### src/verilog/memStage_defs.svh
// write-back selector and load codes shared by the MEM2 slice and its testbench, widths fixed to the package typedefs
`ifndef MEM_STAGE_DEFS_SVH
`define MEM_STAGE_DEFS_SVH

// write-back source selector, 2 bits
`define WB_SEL_PC8   2'd0   // link value
`define WB_SEL_ALU   2'd1
`define WB_SEL_OUTB  2'd2   // operand B passthrough
`define WB_SEL_MEM   2'd3   // load result, not forwarded from MEM2

// load width and signedness, 3 bits
`define LOAD_WORD    3'd0
`define LOAD_BYTE    3'd1   // signed byte
`define LOAD_BYTE_U  3'd2
`define LOAD_HALF    3'd3   // signed halfword
`define LOAD_HALF_U  3'd4

// general register file depth
`define REG_COUNT    32

`endif

### src/verilog/memStagePkg.sv
// width typedefs for the MEM2/WB slice, the selector and load codes themselves live in memStage_defs.svh
package memStagePkg;

    // data or address word
    typedef logic [31:0] word_t;

    // general register number
    typedef logic [4:0] regAddr_t;

    // write-back source, coded by the WB_SEL_* macros
    typedef logic [1:0] wbSel_t;

    // load width and sign, coded by the LOAD_* macros
    typedef logic [2:0] loadType_t;

endpackage

### src/verilog/mem2Reg.sv
// MEM to MEM2 stage flops where reset and flush both load a bubble, flush beats a held stage
`timescale 1ns/10ps

module mem2Reg (
    input  logic                   clk,
    input  logic                   reset,
    input  logic                   mem2Flush,
    input  logic                   mem2Wr,      // low means stall
    input  memStagePkg::word_t     memAluOut,
    input  memStagePkg::word_t     memPc,
    input  memStagePkg::word_t     memOutB,
    input  memStagePkg::wbSel_t    memWbSel,
    input  memStagePkg::regAddr_t  memDst,
    input  logic                   memRegWr,
    input  memStagePkg::loadType_t memLoadType,
    output memStagePkg::word_t     mem2AluOut,
    output memStagePkg::word_t     mem2Pc,
    output memStagePkg::word_t     mem2OutB,
    output memStagePkg::wbSel_t    mem2WbSel,
    output memStagePkg::regAddr_t  mem2Dst,
    output logic                   mem2RegWr,
    output memStagePkg::loadType_t mem2LoadType
);

    always_ff @(posedge clk) begin
        if (reset || mem2Flush) begin
            // bubble writes nothing
            mem2AluOut   <= '0;
            mem2Pc       <= '0;
            mem2OutB     <= '0;
            mem2WbSel    <= '0;
            mem2Dst      <= '0;
            mem2RegWr    <= 1'b0;
            mem2LoadType <= '0;
        end else if (mem2Wr) begin
            mem2AluOut   <= memAluOut;
            mem2Pc       <= memPc;
            mem2OutB     <= memOutB;
            mem2WbSel    <= memWbSel;
            mem2Dst      <= memDst;
            mem2RegWr    <= memRegWr;
            mem2LoadType <= memLoadType;
        end
        // otherwise hold
    end

endmodule

### src/verilog/mem2Stage.sv
// MEM2 stage top, forwarding result is zero for loads since a hazard unit must stall that case
`timescale 1ns/10ps

`include "memStage_defs.svh"

module mem2Stage (
    input  logic                   clk,
    input  logic                   reset,
    input  logic                   mem2Flush,
    input  logic                   mem2Wr,
    input  memStagePkg::word_t     memAluOut,
    input  memStagePkg::word_t     memPc,
    input  memStagePkg::word_t     memOutB,
    input  memStagePkg::wbSel_t    memWbSel,
    input  memStagePkg::regAddr_t  memDst,
    input  logic                   memRegWr,
    input  memStagePkg::loadType_t memLoadType,
    output memStagePkg::word_t     mem2AluOut,
    output memStagePkg::word_t     mem2Pc,
    output memStagePkg::word_t     mem2OutB,
    output memStagePkg::wbSel_t    mem2WbSel,
    output memStagePkg::regAddr_t  mem2Dst,
    output logic                   mem2RegWr,
    output memStagePkg::loadType_t mem2LoadType,
    output memStagePkg::word_t     mem2Result    // forwarding value
);

    memStagePkg::word_t pcPlus8;

    mem2Reg u_mem2Reg (
        .clk          (clk),
        .reset        (reset),
        .mem2Flush    (mem2Flush),
        .mem2Wr       (mem2Wr),
        .memAluOut    (memAluOut),
        .memPc        (memPc),
        .memOutB      (memOutB),
        .memWbSel     (memWbSel),
        .memDst       (memDst),
        .memRegWr     (memRegWr),
        .memLoadType  (memLoadType),
        .mem2AluOut   (mem2AluOut),
        .mem2Pc       (mem2Pc),
        .mem2OutB     (mem2OutB),
        .mem2WbSel    (mem2WbSel),
        .mem2Dst      (mem2Dst),
        .mem2RegWr    (mem2RegWr),
        .mem2LoadType (mem2LoadType)
    );

    assign pcPlus8 = mem2Pc + 32'd8;   // jal/jalr link address

    // forwarding mux on the registered selector
    always_comb begin
        case (mem2WbSel)
            `WB_SEL_PC8:  mem2Result = pcPlus8;
            `WB_SEL_ALU:  mem2Result = mem2AluOut;
            `WB_SEL_OUTB: mem2Result = mem2OutB;   // moves from HI/LO/CP0 in the full core
            default:      mem2Result = '0;         // load data not ready yet
        endcase
    end

endmodule

### src/verilog/loadAlign.sv
// little-endian load alignment, an unaligned halfword uses only the upper offset bit
`timescale 1ns/10ps

`include "memStage_defs.svh"

module loadAlign (
    input  memStagePkg::word_t     rdata,
    input  logic [1:0]             byteOffset,
    input  memStagePkg::loadType_t loadType,
    output memStagePkg::word_t     loadData
);

    logic [7:0]  selByte;
    logic [15:0] selHalf;

    // pick the addressed byte
    always_comb begin
        case (byteOffset)
            2'd0:    selByte = rdata[7:0];
            2'd1:    selByte = rdata[15:8];
            2'd2:    selByte = rdata[23:16];
            default: selByte = rdata[31:24];
        endcase
    end

    // halfword by bit 1 of the address
    assign selHalf = byteOffset[1] ? rdata[31:16] : rdata[15:0];

    always_comb begin
        case (loadType)
            `LOAD_BYTE:   loadData = {{24{selByte[7]}}, selByte};   // lb
            `LOAD_BYTE_U: loadData = {24'd0, selByte};              // lbu
            `LOAD_HALF:   loadData = {{16{selHalf[15]}}, selHalf};  // lh
            `LOAD_HALF_U: loadData = {16'd0, selHalf};              // lhu
            default:      loadData = rdata;   // lw and unknown codes
        endcase
    end

endmodule

### src/verilog/wbStage.sv
// MEM2 to WB register and final write-back mux, bus read data must be valid while the load sits in MEM2
`timescale 1ns/10ps

`include "memStage_defs.svh"

module wbStage (
    input  logic                   clk,
    input  logic                   reset,
    input  logic                   mem2Wr,
    input  memStagePkg::word_t     mem2AluOut,
    input  memStagePkg::word_t     mem2Pc,
    input  memStagePkg::word_t     mem2OutB,
    input  memStagePkg::wbSel_t    mem2WbSel,
    input  memStagePkg::regAddr_t  mem2Dst,
    input  logic                   mem2RegWr,
    input  memStagePkg::loadType_t mem2LoadType,
    input  memStagePkg::word_t     dbusRdata,
    output logic                   wbRegWr,
    output memStagePkg::regAddr_t  wbDst,
    output memStagePkg::word_t     wbData
);

    memStagePkg::word_t     wbAluOut;
    memStagePkg::word_t     wbPc;
    memStagePkg::word_t     wbOutB;
    memStagePkg::wbSel_t    wbWbSel;
    memStagePkg::loadType_t wbLoadType;
    memStagePkg::word_t     wbRdata;
    memStagePkg::word_t     wbLoadData;

    // stalled MEM2 sends a bubble so a held instruction writes once
    always_ff @(posedge clk) begin
        if (reset) begin
            wbRegWr <= 1'b0;
        end else begin
            wbRegWr <= mem2RegWr & mem2Wr;
        end
    end

    always_ff @(posedge clk) begin
        wbAluOut   <= mem2AluOut;
        wbPc       <= mem2Pc;
        wbOutB     <= mem2OutB;
        wbWbSel    <= mem2WbSel;
        wbDst      <= mem2Dst;
        wbLoadType <= mem2LoadType;
        wbRdata    <= dbusRdata;   // bus answers one cycle after the request
    end

    loadAlign u_loadAlign (
        .rdata      (wbRdata),
        .byteOffset (wbAluOut[1:0]),   // low address bits
        .loadType   (wbLoadType),
        .loadData   (wbLoadData)
    );

    always_comb begin
        case (wbWbSel)
            `WB_SEL_PC8:  wbData = wbPc + 32'd8;
            `WB_SEL_ALU:  wbData = wbAluOut;
            `WB_SEL_OUTB: wbData = wbOutB;
            default:      wbData = wbLoadData;
        endcase
    end

endmodule

### src/verilog/regFile.sv
// general registers with one write and one combinational read port, r0 always reads zero
`timescale 1ns/10ps

`include "memStage_defs.svh"

module regFile (
    input  logic                  clk,
    input  logic                  reset,
    input  logic                  wbRegWr,
    input  memStagePkg::regAddr_t wbDst,
    input  memStagePkg::word_t    wbData,
    input  memStagePkg::regAddr_t rfReadAddr,
    output memStagePkg::word_t    rfReadData
);

    memStagePkg::word_t regs [`REG_COUNT];

    always_ff @(posedge clk) begin
        if (reset) begin
            for (int i = 0; i < `REG_COUNT; i++) begin
                regs[i] <= '0;
            end
        end else if (wbRegWr && (wbDst != '0)) begin
            regs[wbDst] <= wbData;   // r0 writes dropped
        end
    end

    // no write-through, a same-cycle write shows after the edge
    assign rfReadData = (rfReadAddr == '0) ? '0 : regs[rfReadAddr];

endmodule

### src/verilog/memPipeTop.sv
// MEM2, WB and register file wired together, stall and flush come from an outside controller
`timescale 1ns/10ps

module memPipeTop (
    input  logic                   clk,
    input  logic                   reset,
    input  memStagePkg::word_t     memAluOut,
    input  memStagePkg::word_t     memPc,
    input  memStagePkg::wbSel_t    memWbSel,
    input  memStagePkg::regAddr_t  memDst,
    input  memStagePkg::word_t     memOutB,
    input  logic                   memRegWr,
    input  memStagePkg::loadType_t memLoadType,
    input  logic                   mem2Flush,
    input  logic                   mem2Wr,
    input  memStagePkg::word_t     dbusRdata,
    input  memStagePkg::regAddr_t  rfReadAddr,
    output memStagePkg::word_t     mem2Result,
    output memStagePkg::regAddr_t  mem2Dst,
    output logic                   mem2RegWr,
    output memStagePkg::word_t     rfReadData
);

    memStagePkg::word_t     mem2AluOut;
    memStagePkg::word_t     mem2Pc;
    memStagePkg::word_t     mem2OutB;
    memStagePkg::wbSel_t    mem2WbSel;
    memStagePkg::loadType_t mem2LoadType;
    logic                   wbRegWr;
    memStagePkg::regAddr_t  wbDst;
    memStagePkg::word_t     wbData;

    mem2Stage u_mem2Stage (
        .clk          (clk),
        .reset        (reset),
        .mem2Flush    (mem2Flush),
        .mem2Wr       (mem2Wr),
        .memAluOut    (memAluOut),
        .memPc        (memPc),
        .memOutB      (memOutB),
        .memWbSel     (memWbSel),
        .memDst       (memDst),
        .memRegWr     (memRegWr),
        .memLoadType  (memLoadType),
        .mem2AluOut   (mem2AluOut),
        .mem2Pc       (mem2Pc),
        .mem2OutB     (mem2OutB),
        .mem2WbSel    (mem2WbSel),
        .mem2Dst      (mem2Dst),
        .mem2RegWr    (mem2RegWr),
        .mem2LoadType (mem2LoadType),
        .mem2Result   (mem2Result)
    );

    wbStage u_wbStage (
        .clk          (clk),
        .reset        (reset),
        .mem2Wr       (mem2Wr),   // bubble into WB on stall
        .mem2AluOut   (mem2AluOut),
        .mem2Pc       (mem2Pc),
        .mem2OutB     (mem2OutB),
        .mem2WbSel    (mem2WbSel),
        .mem2Dst      (mem2Dst),
        .mem2RegWr    (mem2RegWr),
        .mem2LoadType (mem2LoadType),
        .dbusRdata    (dbusRdata),
        .wbRegWr      (wbRegWr),
        .wbDst        (wbDst),
        .wbData       (wbData)
    );

    regFile u_regFile (
        .clk        (clk),
        .reset      (reset),
        .wbRegWr    (wbRegWr),
        .wbDst      (wbDst),
        .wbData     (wbData),
        .rfReadAddr (rfReadAddr),
        .rfReadData (rfReadData)
    );

endmodule

### config.mk
export PLATFORM = sky130hd
export DESIGN_NAME = memPipeTop
export DESIGN_NICKNAME = d
export VERILOG_FILES = /design/src/verilog/memStagePkg.sv /design/src/verilog/mem2Reg.sv /design/src/verilog/mem2Stage.sv /design/src/verilog/loadAlign.sv /design/src/verilog/wbStage.sv /design/src/verilog/regFile.sv /design/src/verilog/memPipeTop.sv
export VERILOG_INCLUDE_DIRS = /design/src /design/src/verilog
export SDC_FILE = /design/constraint.sdc
export NUM_CORES = 2
export LEC_CHECK = 0
export ABC_AREA = 1
export BUFFER_PORTS_ARGS = -buffer_cell sky130_fd_sc_hd__buf_2
export CAP_MARGIN = 15
export CORE_MARGIN = 5
export CORE_UTILIZATION = 36
export DETAILED_ROUTE_END_ITERATION = 6
export PLACE_DENSITY_LB_ADDON = 0.2
export SYNTH_ARGS = -nofsm -noshare
export SYNTH_HDL_FRONTEND = slang
export SYNTH_HIERARCHICAL = 1
export SYNTH_SLANG_ARGS = --single-unit
### constraint.sdc
create_clock -name clk -period 2.5 [get_ports clk]
set_input_delay 0.25 -clock clk [delete_from_list [all_inputs] [get_ports clk]]
set_output_delay 0.25 -clock clk [all_outputs]
set_load 0.02 [all_outputs]
; Yosys cells after proc, flatten, opt, wreduce, memory -nomap -nowiden
; Memories as Yosys holds them, arrays and structs flattened.
; Cells that the tools add are included.
[op_classes]
n_mux = 14
eq_ne = 10
bitwise_logic = 1
addsub = 2
n_reduce_logical = 8
[op_table]
columns = operator, count
row1 = 32-bit case mux with 3 select lines, 2
row2 = 32-bit case mux with 4 select lines, 1
row3 = 32-bit by 4-bit adder with 32-bit output (second input constant), 2
row4 = 32-bit 2-to-1 mux, 2
row5 = 32-bit OR reduction, 1
row6 = 8-bit case mux with 3 select lines, 1
row7 = 16-bit 2-to-1 mux, 1
row8 = 2-bit by 1-bit equality test with 1-bit output (second input constant), 3
row9 = 2-bit equality test (second input constant), 3
row10 = 3-bit by 2-bit equality test with 1-bit output (second input constant), 2
row11 = 2-bit logical NOT, 3
row12 = 1-bit 2-to-1 mux, 6
row13 = 5-bit logical NOT, 1
row14 = 5-bit 2-to-1 mux, 1
row15 = 5-bit nonzero test, 1
row16 = 3-bit by 1-bit equality test with 1-bit output (second input constant), 1
row17 = 3-bit equality test (second input constant), 1
row18 = 1-bit AND, 1
row19 = 1-bit logical AND, 1
row20 = 1-bit logical OR, 1
[word_totals]
ramBits = 1024
ff_bits = 246
n_memories = 1
word_cells = 51
out_inout_bits = 70
input_bits = 148
[memory_table]
columns = memory, words, width, read_ports, rd_ports_with_merged_regs, write_ports, line_no
row1 = u_regFile.regs, 32, 32, 1, 0, 32, regFile.sv:16  ; memStagePkg::word_t regs [`REG_COUNT];

; Longest topological paths before layout
[depth]
depth_word = 7
mapped_depth = 13

; By module
; The synthesis kept the hierarchy.
[modules_own_cells]
columns = mod, instances, area_per_inst_um2, seq_area_each_um2, cells_per_inst
row1 = regFile, 1, 46086.7, 30749.5, 4795
row2 = wbStage, 1, 4435.5, 2782.7, 490
row3 = mem2Reg, 1, 4341.7, 2142.1, 678
row4 = mem2Stage, 1, 1531.5, 0.0, 304
row5 = loadAlign, 1, 945.9, 0.0, 206

; Worst setup path after synthesis
; OpenSTA, ideal clock, no wires.
[synth_path]
kind = flip-flop to flip-flop
start = register u_wbStage.wbDst[3]
end = memory u_regFile/regs[10][0] (netlist bit) (enable)
stages_incl_launch_ff = 12
setup_time_ns = 0.389
synth_period_minus_slack_ns = 2.392
t_arrival_ns = 2.003
setup_slack_ns = 0.108
cell_sequence = dfxtp_1 inv_1 nand3_1 inv_1 nand2_1 nand3_1 inv_1 nand3_1 inv_1 nand2_1 buf_2 nand2_1
[synth_rtl]
columns = item, line_no
row1 = start: declaration, wbStage.sv:19  ; output memStagePkg::regAddr_t wbDst,
row2 = start signal: assignment, wbStage.sv:45  ; wbDst <= mem2Dst;
row3 = end: declaration, regFile.sv:16

; Worst setup path in the final report
[layout_path]
start = register u_mem2Stage.u_mem2Reg.mem2Pc[4]
end = output mem2Result[18]
[layout_via]
elab_chain_cells = 2
[layout_rtl]
columns = item, line_no
row1 = start: declaration, mem2Reg.sv:17  ; output memStagePkg::word_t mem2Pc,
row2 = start signal: assignment, mem2Reg.sv:37  ; mem2Pc <= memPc;
row3 = 32-bit by 4-bit adder with 32-bit output, mem2Stage.sv:51  ; assign pcPlus8 = mem2Pc + 32'd8;
row4 = 32-bit case mux with 3 select lines, mem2Stage.sv:55  ; case (mem2WbSel)
row5 = end: declaration, memPipeTop.sv:18  ; output memStagePkg::word_t mem2Result,
; No other way between the ends.

==> out/metrics.cfg <==
[global_route]
grt_pass1_vias = 45700
grt_first_pass_wirelength_um = 291000
grt_max_degree = 80
overflow = 0
antenna_found_initial = 3
grt_use_total_pct = 22.8

[synthesis]
netlist_instances = 6473
synth_top_area_share_pct = 53.6
synth_seq_cells = 1270
ys_warn_count = 6
synth_flop_cell = edfxtp_1
syn_area_per_cell_um2 = 8.86
synth_area_leader_cell = edfxtp_1
synth_cell_types = 39
async_reset_ff_share_pct = 0
ys_top_cells_by_count = nand2_1 (1,880), nor2_1 (1,483), edfxtp_1 (1,024)
synth.area.top_cells = edfxtp_1 (54%), nand2_1 (12%), nor2_1 (9.7%), dfxtp_1 (8.6%), nand3_1 (7.3%)
yosysSeqAreaShare_pct = 62.2
syn_area_mm2 = 0.0573
synth-edff-count = 1024
synth_most_common_cell = nand2_1

[worst_setup_path]
crit_type = reg -> out
worst_path_max_delay_cell = dfxtp_4
arrival_ns = 2.27
rr_endpoint = u_regFile/regs[3][19]$_SDFFCE_PN0P_
worstPathCellList = nand2_1, nor2_4, nand2_4, buf_4, o21bai_1, nand3_2, nand3_2, buf_4
cp.required_ns = 2.25
slowest_delay_ns = 0.37
rr_worst_depth = 10
end_kind = output pin
start_kind = register
cp_max_fo = 6
reg2reg_from = u_wbStage/wbAluOut[1]$_DFF_P_
crit_cells = 8
ff2ff_setup_slack_ns = 0.11
critPathBufInv = 2
path_delay_family = simple AND/OR/NAND/NOR gates

[final_layout]
area_growth_pct = 23.4
final_area_mm2 = 0.0708
drive_gt1_share_pct = 14.2
nNetsFinal = 7068
stdcell_count = 9105
fin_util_pct = 44.7

[routing]
antenna_left = 0
drt_iter0_markers = 4420
drc = 0
avgViaCountPerCell = 5.15
vias = 46900
drtPass1Iterations = 5
drt-total-wl_um = 198000
wl_per_cell_um = 21.7

[clocking]
cts_made_buffers = 145
clk_path_buf_depth = 3
cts_max_level = 4
clock_latency_ns = 0.78
clk_pin_slew_ns = 0.06
cts.sinks = 1270
cts_tree = built
root_buffer = clkbuf_16

[floorplan]
dieArea_mm2 = 0.167
core_area_mm2 = 0.158
num_io_pins = 218
rows = 146
die_w_um = 409
die_h_um = 409
start_util_pct = 36.2

[timing]
fin_worst_skew_ns = 0.0281
worst_slew_pin_slew_ns = 0.689
rsz0062_at_grt = true
finalHoldViolCount = 0
period_needed_ns = 2.52
post-route-period-util_pct = 101
fin_ws_ns = -0.0158
relSlewSlack_pct = 53.7
drv_slew = 0
setup_viol = 1
fmax_mhz = 397

[min_path]
hp-start = mem2Flush
min_path_type = in -> reg
hold_end = u_mem2Stage/u_mem2Reg/mem2Pc[17]$_SDFFE_PP0P_
hold_path_depth = 5

[placement]
gp_routability_congestion = 0.879
port_buffers = 217
hpwlAfterDp_um = 122000
placed_area_mm2 = 0.0628
dp_worst_setup_slack_ns = -0.114
placedCellCount = 8622

[status]
violations = setup timing
status = complete, but fails checks

[pwr]
p_total_uw = 49400
power-per-cell-area_mw_per_mm2 = 699
cellLeakagePower_uw = 0.0280
ir_worst_vdd_v = 0.000733

[job]
drv_cap = 0

==> registers in the layout, indices dropped and copies added (netlist names), 5 cells and up <==
register,count
u_regFile/regs,1024
u_mem2Stage/u_mem2Reg/mem2AluOut,32
u_mem2Stage/u_mem2Reg/mem2OutB,32
u_mem2Stage/u_mem2Reg/mem2Pc,32
u_wbStage/wbAluOut,32
u_wbStage/wbOutB,32
u_wbStage/wbPc,32
u_wbStage/wbRdata,32
u_mem2Stage/u_mem2Reg/mem2Dst,5
u_wbStage/wbDst,5
==> cells in the final DEF (no fill, tap or decap), types with 14 or more instances in the layout <==
cell / n
nand2_1: 1824
nor2_1: 1403
edfxtp_1: 1024
nand3_1: 791
inv_1: 244
dfxtp_1: 224
dlygate4sd3_1: 219
buf_4: 212
buf_2: 172
clkbuf_16: 152
buf_12: 115
o21ai_0: 73
nand2_2: 68
nor2_4: 58
nor2_2: 53
nand3_2: 47
clkbuf_1: 37
a22o_1: 34
conb_1: 32
clkinv_1: 30
o21ai_1: 29
buf_6: 22
clkinv_2: 16
dfxtp_4: 16
nand4_1: 14
==> cells by family (layout without fill, tap and decap cells) <==
kind of cell             after synthesis  after routing  synth area share, %
XOR/XNOR                               2              2               0.0306
adder cells (fa/ha/maj)                2              2               0.0436
other                                  1             34              0.00654
buffers and inverters                737           1263                 5.38
AO/OA/AOI/OAI                        166            166                 1.75
flip-flops                          1270           1270                 62.2
AND/OR/NAND/NOR                     4295           4296                 30.6
==> stage by stage <==
| stage | hold slack (ns) | TNS, ns |
|---|---|---|
| after floorplan | 0.278 | 0 |
| after global placement | 0.353 | -0.410 |
| after detailed placement | 0.354 | -0.250 |
| after CTS | 0.0162 | -0.207 |
| after global routing | 0.0589 | -0.832 |
| final | 0.0707 | -0.0158 |
==> cell type report <==
type	instances	area, um^2
diodes	2	5.00
clock buffers	193	3960
clock inverters	67	568
fillers	15000	87600
inverters	256	991
multi-input cells	4498	19600
flip-flops and latches	1270	35700
well taps	2072	2590
repair buffers	747	7350
==> metal layers <==
layer	vias to the layer above	GRT usage [%]	routed length (um)
li1	21900	-	-
met1	22800	31.5	84900
met2	1905	37.8	93600
met3	258	3.20	14400
met4	0	6.14	4700
met5	-	0	0
==> power breakdown <==
part | switching (uW) | internal (uW) | leakage [uW]
logic | 3370 | 1750 | 0.0131
clock network | 8650 | 11900 | 0.00221
registers | 328 | 23500 | 0.0127
total | 12400 | 37100 | 0.0280
==> worst min-delay path, stage by stage <==
cell	delay, ns
buf_2	0.10
nor2_4	0.10
buf_12	0.21
nand2_1	0.09
nor2_1	0.03
==> repair_timing <==
item / CTS / global route
endpoints found under the setup margin: 51 / 144
pin swaps: 27 / 71
hold buffers: 219 / 0
setup buffers: 4 / 4
cloned: 0 / 4
gates resized for setup: 178 / 186
endpoints found under the hold margin: 139 / 0
==> worst max path at each step <==
stage | startpoint | end | slack [ns]
4_1_cts | u_mem2Stage/u_mem2Reg/mem2Pc[4]$_SDFFE_PP0P_ | mem2Result[27] | -0.05
2_1_floorplan | u_wbStage/wbDst[3]$_DFF_P_ | u_regFile/regs[10][0]$_SDFFCE_PN0P_ | 0.11
5_1_grt | u_mem2Stage/u_mem2Reg/mem2Pc[4]$_SDFFE_PP0P_ | mem2Result[18] | -0.07
3_5_place_dp | rfReadAddr[0] | rfReadData[1] | -0.11
6_report | u_mem2Stage/u_mem2Reg/mem2Pc[4]$_SDFFE_PP0P_ | mem2Result[18] | -0.02
3_3_place_gp | rfReadAddr[0] | rfReadData[1] | -0.15
No activity file was read; power rests on OpenSTA's default activity.
